[src/msx_cfg_pkg.sv]
package msx_cfg_pkg;

    // Table depths
    localparam int LAYOUT_ENTRIES = 64;          // 4 slots x 4 subslots x 4 blocks
    localparam int RAM_ENTRIES    = 16;          // Regions reachable through ref_ram

    // Address geometry
    localparam int SDRAM_AW    = 27;             // SDRAM byte address width
    localparam int BLOCK_SHIFT = 14;             // 16 KB per block

    // Secondary slot select register, only decoded on expanded slots
    localparam logic [15:0] SUBSLOT_REG_ADDR = 16'hFFFF;

    // ASCII16 bank register windows
    localparam logic [15:0] ASCII16_BANK0_LO = 16'h6000;    // Selects the page at 4000
    localparam logic [15:0] ASCII16_BANK0_HI = 16'h67FF;
    localparam logic [15:0] ASCII16_BANK1_LO = 16'h7000;    // Selects the page at 8000
    localparam logic [15:0] ASCII16_BANK1_HI = 16'h77FF;

    // Cartridge mapper kinds kept in this core
    typedef enum logic [1:0] {
        MAPPER_NONE    = 2'd0,                   // Linear ROM
        MAPPER_ASCII16 = 2'd1,                   // Two 16 KB switchable banks
        MAPPER_RAM     = 2'd2                    // Plain linear RAM
    } mapper_t;

    // One slot layout entry
    typedef struct packed {
        logic [3:0] ref_ram;                     // Index into the RAM lookup table
        logic [1:0] offset_ram;                  // Block where the region starts
        mapper_t    mapper;
    } block_t;

    // One memory region in SDRAM
    typedef struct packed {
        logic [SDRAM_AW-1:0] addr;               // Region base
        logic [15:0]         size;               // Size in 16 KB blocks, power of two
        logic                ro;                 // Region is ROM
    } lookup_ram_t;

endpackage

[src/msx_bus_pkg.sv]
package msx_bus_pkg;

    localparam int CPU_AW = 16;                  // Z80 address bus
    localparam int CPU_DW = 8;                   // Z80 data bus

    // CPU bus cycle, one strobe per access
    typedef struct packed {
        logic              valid;
        logic              wr;                   // 1 for a write cycle
        logic [CPU_AW-1:0] addr;
        logic [CPU_DW-1:0] data;                 // Write data
        logic [1:0]        slot;                 // Active primary slot
    } cpu_req_t;

    // Stage 1 to stage 2
    typedef struct packed {
        logic                valid;
        logic                wr;
        logic [CPU_DW-1:0]   data;
        logic [CPU_AW-1:0]   addr;
        msx_cfg_pkg::block_t entry;              // Resolved layout entry
        logic [1:0]          block;              // 16 KB page of the access
        logic                sub_hit;            // Absorbed by the FFFF register
        logic [CPU_DW-1:0]   sub_data;           // Inverted register readback
    } slot_stage_t;

    // Stage 2 to stage 3
    typedef struct packed {
        logic                            valid;
        logic                            wr;
        logic [CPU_DW-1:0]               data;
        logic [3:0]                      ref_ram;
        logic [msx_cfg_pkg::SDRAM_AW-1:0] offset;    // Offset inside the region
        logic                            mapped;     // Access reaches memory
        logic                            sub_hit;
        logic [CPU_DW-1:0]               sub_data;
    } map_stage_t;

    // Request to the SDRAM controller
    typedef struct packed {
        logic                            ce;
        logic                            rnw;        // 1 for read
        logic [msx_cfg_pkg::SDRAM_AW-1:0] addr;
        logic [CPU_DW-1:0]               din;
    } sdram_req_t;

    // Subslot register readback
    typedef struct packed {
        logic              valid;
        logic [CPU_DW-1:0] data;
    } sub_resp_t;

endpackage

[src/slot_decoder.sv]
`timescale 1ns/1ps

module slot_decoder (
    input  logic                     clk,
    input  logic                     rst,
    input  msx_bus_pkg::cpu_req_t    req,
    input  logic [3:0]               expander_en,       // One bit per primary slot
    input  msx_cfg_pkg::block_t      slot_layout [msx_cfg_pkg::LAYOUT_ENTRIES],
    output msx_bus_pkg::slot_stage_t s1
);

    logic [7:0] sub_reg [4];         // FFFF register of each primary slot
    logic [1:0] blk;                 // Page of the access
    logic       expanded;
    logic [1:0] subslot;
    logic [5:0] layout_id;
    logic       sub_acc;             // Access is taken by the FFFF register

    assign blk      = req.addr[15:14];
    assign expanded = expander_en[req.slot];

    // Two bits per page, page 0 in the low bits
    // Unexpanded slots always sit on subslot 0
    assign subslot = expanded ? sub_reg[req.slot][{blk, 1'b0} +: 2] : 2'b00;

    assign layout_id = {req.slot, subslot, blk};    // Same packing as the layout table

    // FFFF is ordinary memory unless the slot has an expander
    assign sub_acc = req.valid && expanded
                     && (req.addr == msx_cfg_pkg::SUBSLOT_REG_ADDR);

    // Secondary slot registers
    // A write is visible to the very next request
    always_ff @(posedge clk) begin
        if (rst) begin
            for (int i = 0; i < 4; i++) begin
                sub_reg[i] <= '0;
            end
        end else if (sub_acc && req.wr) begin
            sub_reg[req.slot] <= req.data;              // Stored raw
        end
    end

    // Stage register
    always_ff @(posedge clk) begin
        s1.wr       <= req.wr;
        s1.data     <= req.data;
        s1.addr     <= req.addr;
        s1.entry    <= slot_layout[layout_id];
        s1.block    <= blk;
        s1.sub_data <= ~sub_reg[req.slot];              // Hardware reads back inverted
        if (rst) begin
            s1.valid   <= 1'b0;
            s1.sub_hit <= 1'b0;
        end else begin
            s1.valid   <= req.valid;
            s1.sub_hit <= sub_acc;
        end
    end

    // A subslot hit is always a live FFFF access
    a_sub_hit_valid: assert property (
        @(posedge clk) disable iff (rst)
        s1.sub_hit |-> s1.valid && (s1.addr == msx_cfg_pkg::SUBSLOT_REG_ADDR)
    );

endmodule

[src/bank_mapper.sv]
`timescale 1ns/1ps

module bank_mapper (
    input  logic                     clk,
    input  logic                     rst,
    input  msx_bus_pkg::slot_stage_t s1,
    input  msx_cfg_pkg::lookup_ram_t lookup_ram [msx_cfg_pkg::RAM_ENTRIES],
    output msx_bus_pkg::map_stage_t  s2
);

    logic [7:0]  bank0 [msx_cfg_pkg::RAM_ENTRIES];   // ASCII16 page at 4000, per region
    logic [7:0]  bank1 [msx_cfg_pkg::RAM_ENTRIES];   // ASCII16 page at 8000, per region
    logic [3:0]  ref_ram;
    logic        in_win0;
    logic        in_win1;
    logic        win_wr;                // Write into either bank window
    logic        bank_wr;               // Bank register update this cycle
    logic [1:0]  lin_blk;
    logic [7:0]  bank_sel;
    logic [15:0] bank_masked;
    logic        mapped;
    logic [msx_cfg_pkg::SDRAM_AW-1:0] blk_num;       // Block index inside the region
    logic [msx_cfg_pkg::SDRAM_AW-1:0] in_blk;        // Byte inside the block
    logic [msx_cfg_pkg::SDRAM_AW-1:0] offset;

    assign ref_ram = s1.entry.ref_ram;

    assign in_win0 = (s1.addr >= msx_cfg_pkg::ASCII16_BANK0_LO)
                     && (s1.addr <= msx_cfg_pkg::ASCII16_BANK0_HI);
    assign in_win1 = (s1.addr >= msx_cfg_pkg::ASCII16_BANK1_LO)
                     && (s1.addr <= msx_cfg_pkg::ASCII16_BANK1_HI);
    assign win_wr  = s1.wr && (in_win0 || in_win1);
    assign bank_wr = s1.valid && !s1.sub_hit && win_wr
                     && (s1.entry.mapper == msx_cfg_pkg::MAPPER_ASCII16);

    assign lin_blk  = s1.block - s1.entry.offset_ram;             // Region may start mid slot
    assign bank_sel = (s1.block == 2'd2) ? bank1[ref_ram] : bank0[ref_ram];
    // Size is a power of two so size-1 is the block mask
    assign bank_masked = {8'h00, bank_sel} & (lookup_ram[ref_ram].size - 16'd1);

    assign in_blk = {{(msx_cfg_pkg::SDRAM_AW - msx_cfg_pkg::BLOCK_SHIFT){1'b0}},
                     s1.addr[msx_cfg_pkg::BLOCK_SHIFT-1:0]};

    always_comb begin
        blk_num = '0;
        mapped  = 1'b0;
        case (s1.entry.mapper)
            msx_cfg_pkg::MAPPER_NONE,
            msx_cfg_pkg::MAPPER_RAM: begin
                blk_num[1:0] = lin_blk;
                mapped       = 1'b1;               // ROM writes are caught in stage 3
            end
            msx_cfg_pkg::MAPPER_ASCII16: begin
                blk_num[15:0] = bank_masked;
                // Only pages 1 and 2 are banked, bank writes never reach memory
                mapped = ((s1.block == 2'd1) || (s1.block == 2'd2)) && !win_wr;
            end
            default: mapped = 1'b0;
        endcase
        offset = (blk_num << msx_cfg_pkg::BLOCK_SHIFT) | in_blk;
    end

    // Bank registers
    always_ff @(posedge clk) begin
        if (rst) begin
            for (int i = 0; i < msx_cfg_pkg::RAM_ENTRIES; i++) begin
                bank0[i] <= '0;
                bank1[i] <= '0;
            end
        end else if (bank_wr) begin
            if (in_win0) begin
                bank0[ref_ram] <= s1.data;
            end else begin
                bank1[ref_ram] <= s1.data;
            end
        end
    end

    // Stage register
    always_ff @(posedge clk) begin
        s2.wr       <= s1.wr;
        s2.data     <= s1.data;
        s2.ref_ram  <= ref_ram;
        s2.offset   <= offset;
        s2.mapped   <= mapped;
        s2.sub_data <= s1.sub_data;
        if (rst) begin
            s2.valid   <= 1'b0;
            s2.sub_hit <= 1'b0;
        end else begin
            s2.valid   <= s1.valid;
            s2.sub_hit <= s1.sub_hit;
        end
    end

endmodule

[src/mem_addr_gen.sv]
`timescale 1ns/1ps

module mem_addr_gen (
    input  logic                     clk,
    input  logic                     rst,
    input  msx_bus_pkg::map_stage_t  s2,
    input  msx_cfg_pkg::lookup_ram_t lookup_ram [msx_cfg_pkg::RAM_ENTRIES],
    output msx_bus_pkg::sdram_req_t  sdram_req,
    output msx_bus_pkg::sub_resp_t   sub_resp
);

    logic [msx_cfg_pkg::SDRAM_AW-1:0] base;      // Region start in SDRAM
    logic                             ro;

    assign base = lookup_ram[s2.ref_ram].addr;
    assign ro   = lookup_ram[s2.ref_ram].ro;

    always_ff @(posedge clk) begin
        sdram_req.addr <= base + s2.offset;
        sdram_req.din  <= s2.data;
        sdram_req.rnw  <= !s2.wr || ro;           // ROM writes turn into reads
        sub_resp.data  <= s2.sub_data;
        if (rst) begin
            sdram_req.ce   <= 1'b0;
            sub_resp.valid <= 1'b0;
        end else begin
            // FFFF on an expanded slot never touches SDRAM
            sdram_req.ce   <= s2.valid && s2.mapped && !s2.sub_hit;
            sub_resp.valid <= s2.valid && s2.sub_hit && !s2.wr;   // Only reads answer
        end
    end

    // One cycle carries either a memory access or a register readback
    a_ce_resp_excl: assert property (
        @(posedge clk) disable iff (rst)
        !(sdram_req.ce && sub_resp.valid)
    );

endmodule

[src/msx_slots.sv]
`timescale 1ns/1ps

module msx_slots (
    input  logic                     clk,
    input  logic                     rst,
    input  msx_bus_pkg::cpu_req_t    cpu_req,
    input  msx_cfg_pkg::block_t      slot_layout [msx_cfg_pkg::LAYOUT_ENTRIES],
    input  msx_cfg_pkg::lookup_ram_t lookup_ram  [msx_cfg_pkg::RAM_ENTRIES],
    input  logic [3:0]               expander_en,
    output msx_bus_pkg::sdram_req_t  sdram_req,
    output msx_bus_pkg::sub_resp_t   sub_resp
);

    msx_bus_pkg::slot_stage_t s1;    // Slot, subslot and layout resolved
    msx_bus_pkg::map_stage_t  s2;    // Mapper applied

    // Stage 1, slot and subslot
    slot_decoder i_slot_decoder (
        .clk         (clk),
        .rst         (rst),
        .req         (cpu_req),
        .expander_en (expander_en),
        .slot_layout (slot_layout),
        .s1          (s1)
    );

    // Stage 2, cartridge mapper
    bank_mapper i_bank_mapper (
        .clk        (clk),
        .rst        (rst),
        .s1         (s1),
        .lookup_ram (lookup_ram),
        .s2         (s2)
    );

    // Stage 3, SDRAM request
    mem_addr_gen i_mem_addr_gen (
        .clk        (clk),
        .rst        (rst),
        .s2         (s2),
        .lookup_ram (lookup_ram),
        .sdram_req  (sdram_req),
        .sub_resp   (sub_resp)
    );

endmodule

[config.mk]
export PLATFORM = sky130hd
export DESIGN_NAME = msx_slots
export DESIGN_NICKNAME = d
export VERILOG_FILES = /design/src/msx_cfg_pkg.sv /design/src/msx_bus_pkg.sv /design/src/slot_decoder.sv /design/src/bank_mapper.sv /design/src/mem_addr_gen.sv /design/src/msx_slots.sv
export SDC_FILE = /design/constraint.sdc
export NUM_CORES = 1
export LEC_CHECK = 0
export BUFFER_PORTS_ARGS = -buffer_cell sky130_fd_sc_hd__clkbuf_2
export CELL_PAD_IN_SITES_DETAIL_PLACEMENT = 1
export CELL_PAD_IN_SITES_GLOBAL_PLACEMENT = 2
export CORE_AREA = 2 2 504 506
export DETAILED_ROUTE_END_ITERATION = 7
export DIE_AREA = 0 0 506 508
export PLACE_DENSITY_LB_ADDON = 0.1
export SYNTH_ARGS = -nofsm -noshare
export SYNTH_HDL_FRONTEND = slang
export SYNTH_SLANG_ARGS = --single-unit
export TNS_END_PERCENT = 20
[constraint.sdc]
create_clock -name clk -period 4.1 [get_ports clk]
set_input_delay 0.82 -clock clk [delete_from_list [all_inputs] [get_ports clk]]
set_output_delay 0.82 -clock clk [all_outputs]
set_load 0.05 [all_outputs]
==> results.toml <==
[final_layout]
layout_commonest_cell = "sky130_fd_sc_hd__clkbuf_2"
largest_registers = "i_bank_mapper.bank0 x128, i_bank_mapper.bank1 x128, i_bank_mapper.s2 x46"
nets = 4464
utilization_pct = 16.0
final_cells = 6624
area_delta_synth_final_pct = 53.9
share_of_layout_cells_above_drive_strength_1_pct = 61.4
layout.cells.most_common_list = "sky130_fd_sc_hd__clkbuf_2 (1164), sky130_fd_sc_hd__mux4_2 (351), sky130_fd_sc_hd__edfxtp_1 (288)"
n_fill_cell = 29020

[setup_path]
cp-start-kind = "flip-flop"
critical_path_peak_fanout = 9
worstPathRequired_ns = 4.67
critical_path.reg2reg.startpoint = "i_bank_mapper.s2[37]"
crit_path_top_delay_cell = "sky130_fd_sc_hd__mux4_2"
critPathMaxStageDelay_ns = 0.54
timing.critical_path.to_type = "flip-flop"
crit_path_cell_trace = "buf_6, buf_12, buf_12, mux4_2, mux4_2, ha_2, a21oi_1, o21ai_1, a32oi_1, buf_4, nor2_1, o21a_1, a211o_1, a21oi_2, xnor2_1, buf_4"
worstPathArrival_ns = 4.50
crit_path_start = "i_bank_mapper.s2[37]"
timing.reg2reg.worst_path_depth = 16
critical_path_class = "flip-flop to flip-flop"

[global_routing]
grt_util_met2_pct = 27.8
track_usage_pct = 14.4
grt_pass1_vias = 25111
first_pass_grt_wire_length_um = 248000
busiest_layer = "met2"
met1_resource_use_gr_pct = 16.0
largest_net_degree_at_the_start_of_global_routing = 79
grt_antenna_before_repair = 79
globalRouteMet3Util_pct = 3.52
grt_remaining_overflow = 0

[die]
floorplan.core_area_um2 = 252000
starting_density_of_the_core_pct = 10.4
boundaryPins = 1296
floorplan.die.width_um = 506
placementRows = 185
total_die_area_um2 = 257000
die-height_um = 508

[timing]
final-max-slew-violation-count = 0
fin_crit_sh_pct = 95.9
worst_slew_margin_relative_to_its_limit_pct = 35.1
setup_viol = 0
timing.clock.skew_ns = 0.0283
hold_viol_final = 0
max_freq_mhz = 254
tightestPinTransition_ns = 0.973
finalCriticalPeriod_ns = 3.93
grt_setup_unrepaired = "yes"

[drt]
ant_nets = 0
dr.first_iter.drc_count = 987
drt_pre_antenna_iters = 7
wl_per_cell_um = 29.2
post_drt_via_cell_ratio = 3.43
via_count = 22719
route.final.wire_length_um = 193000
drcViolationCount = 0

[logic_synthesis]
ys_seq_area_share_pct = 43.2
fraction_of_registers_with_async_set_or_reset_after_synthesis_pct = 0
synth_cell_type_count = 74
synthesis.instances = 1852
synth-edff-count = 288
synth-main-ff-cell = "sky130_fd_sc_hd__edfxtp_1"
synth.cell_area_um2 = 26300
synth.net_count = 3129
number_of_storage_elements_in_the_synthesis_netlist = 423
yosys_warnings = 0
syn-mean-instance-area_um2 = 14.2

[min_path]
worst_hold_path.num_cells = 1
worst_hold_startpoint = "cpu_req[13]"
worstHoldPathType = "input pin to flip-flop"

[flow_run]
maxCapViolCount = 0

[cts]
path_clk_slew_ns = 0.06
clock_sink_count = 423
numCtsBuffers = 61
hold_buffers = 0
cts_max_level = 2
clock_insertion_delay_worst_skew_ns = 0.67
cts_root_buffer = "sky130_fd_sc_hd__clkbuf_16"
clock_tree_from_tritoncts = "built"
ctsLongestPathBuffers = 3

[pwr]
ir_drop_mv = 0.384
sw_frac_of_total_pct = 37.2
leakage_nw = 16.4
cellPowerDensity_nw_per_um2 = 468
cell_internal_pwr_mw = 11.9
p_clk_share_pct = 28.7
power_frac_comb_pct = 43.1
total_switching_power_mw = 7.05
sequentialPowerShare_pct = 28.2

[placed_design]
routability_congestion = 0.829
place_hpwl_um = 165000
placedCellCount = 6466
buffer_ports.inserted = 1167

[run_status]
outcome = "finished clean"
[critical path, delay by kind of cell (launching register included)]
| kind | cells | cell delay [ns] |
|---|---|---|
| xor+xnor | 1 | 0.08 |
| simple gates | 1 | 0.05 |
| flops | 1 | 0.43 |
| buf+inv | 5 | 0.71 |
| compound gates | 6 | 1.12 |
| fa+ha+maj | 1 | 0.33 |
| mux | 2 | 1.07 |
[final cells by class]
| type | count | area, um^2 | share of cell area [%] |
|---|---|---|---|
| antenna | 20 | 50.0 | 0.124 |
| clock buffer | 91 | 1780 | 4.40 |
| clock inverter | 23 | 269 | 0.665 |
| inverter | 19 | 71.3 | 0.176 |
| multi-input combinational | 1258 | 14500 | 35.8 |
| sequential | 423 | 11400 | 28.1 |
| tap | 3366 | 4210 | 10.4 |
| timing repair buffer | 1424 | 8210 | 20.3 |
[what timing repair did]
action / 4_1_cts / 5_1_grt
resized for setup: 23 / 35
pin swaps: 1 / 15
setup endpoints to repair: 9 / 9
hold endpoints to repair: 0 / 0
gates cloned: 0 / 2
buffers inserted: 1 / 21
[power groups by stage]
stage	sequential, mW	clock [mW]	combinational [mW]
finish	5.33	5.44	8.16
global route	5.40	5.82	8.77
CTS	5.37	5.69	8.26
detailed placement	5.45	0	8.09
global placement	5.46	0	8.13
floorplan	5.65	0	3.69
[metal layers]
| metal | routed length (um) | share of wire, % |
|---|---|---|
| met5 | 352 | 0.18 |
| met4 | 2540 | 1.3 |
| met3 | 10900 | 5.7 |
| met2 | 106000 | 55 |
| met1 | 73300 | 38 |
[cell families (layout without fill, tap and decap cells)]
| logic type | Yosys count | count (layout) | share of synthesized area [%] |
|---|---|---|---|
| AO/OA/AOI/OAI | 180 | 180 | 4.63 |
| buffers and inverters | 171 | 1557 | 2.78 |
| adder cells (fa/ha/maj) | 27 | 27 | 1.31 |
| other | 0 | 20 | 0 |
| AND/OR/NAND/NOR | 530 | 530 | 11.6 |
| XOR/XNOR | 30 | 30 | 0.999 |
| flip-flops | 423 | 423 | 43.2 |
| multiplexers | 491 | 491 | 35.6 |
[cell usage after synthesis (11+ instances only)]
library cell	count	area share (%)
sky130_fd_sc_hd__nand2_1	48	0.68
sky130_fd_sc_hd__clkbuf_1	82	1.2
sky130_fd_sc_hd__o21ai_0	24	0.46
sky130_fd_sc_hd__mux2i_1	112	4.3
sky130_fd_sc_hd__nor3_1	12	0.23
sky130_fd_sc_hd__o211ai_1	11	0.31
sky130_fd_sc_hd__dfxtp_1	135	10
sky130_fd_sc_hd__buf_2	47	0.89
sky130_fd_sc_hd__buf_1	17	0.24
sky130_fd_sc_hd__a21oi_1	37	0.70
sky130_fd_sc_hd__o22ai_1	26	0.62
sky130_fd_sc_hd__edfxtp_1	288	33
sky130_fd_sc_hd__and2_1	271	6.4
sky130_fd_sc_hd__and3_1	29	0.69
sky130_fd_sc_hd__xnor2_1	25	0.83
sky130_fd_sc_hd__inv_1	18	0.26
sky130_fd_sc_hd__mux2_2	27	1.2
sky130_fd_sc_hd__mux4_2	351	30
sky130_fd_sc_hd__nand3_1	19	0.36
sky130_fd_sc_hd__ha_1	26	1.2
sky130_fd_sc_hd__nor2_1	65	0.93
sky130_fd_sc_hd__or2_2	35	0.83
[per-stage QoR]
stage               hold WS (ns)  setup slack, ns  TNS, ns  power [mW]  instance area, um^2
finish                     0.269            0.168        0        18.9                40500
global route               0.233          -0.0310  -0.0659        20.0                40400
CTS                        0.203          -0.0264  -0.0525        19.3                40100
detailed placement         0.316           -0.558    -5.24        13.5                37900
global placement           0.311           -0.532    -5.01        13.6                37900
floorplan                  0.310          0.00705        0        9.34                26300
[path summary, 6_finish.rpt]
check | endpoint | slack (ns)
hold / removal | i_slot_decoder.s1[22] | 0.27
setup reg to reg | i_mem_addr_gen.sdram_req[27] | 0.17
hold reg to reg | i_mem_addr_gen.sub_resp[6] | 0.33
setup / recovery | i_mem_addr_gen.sdram_req[27] | 0.17
Note: power is estimated with default switching activity, not from simulation.
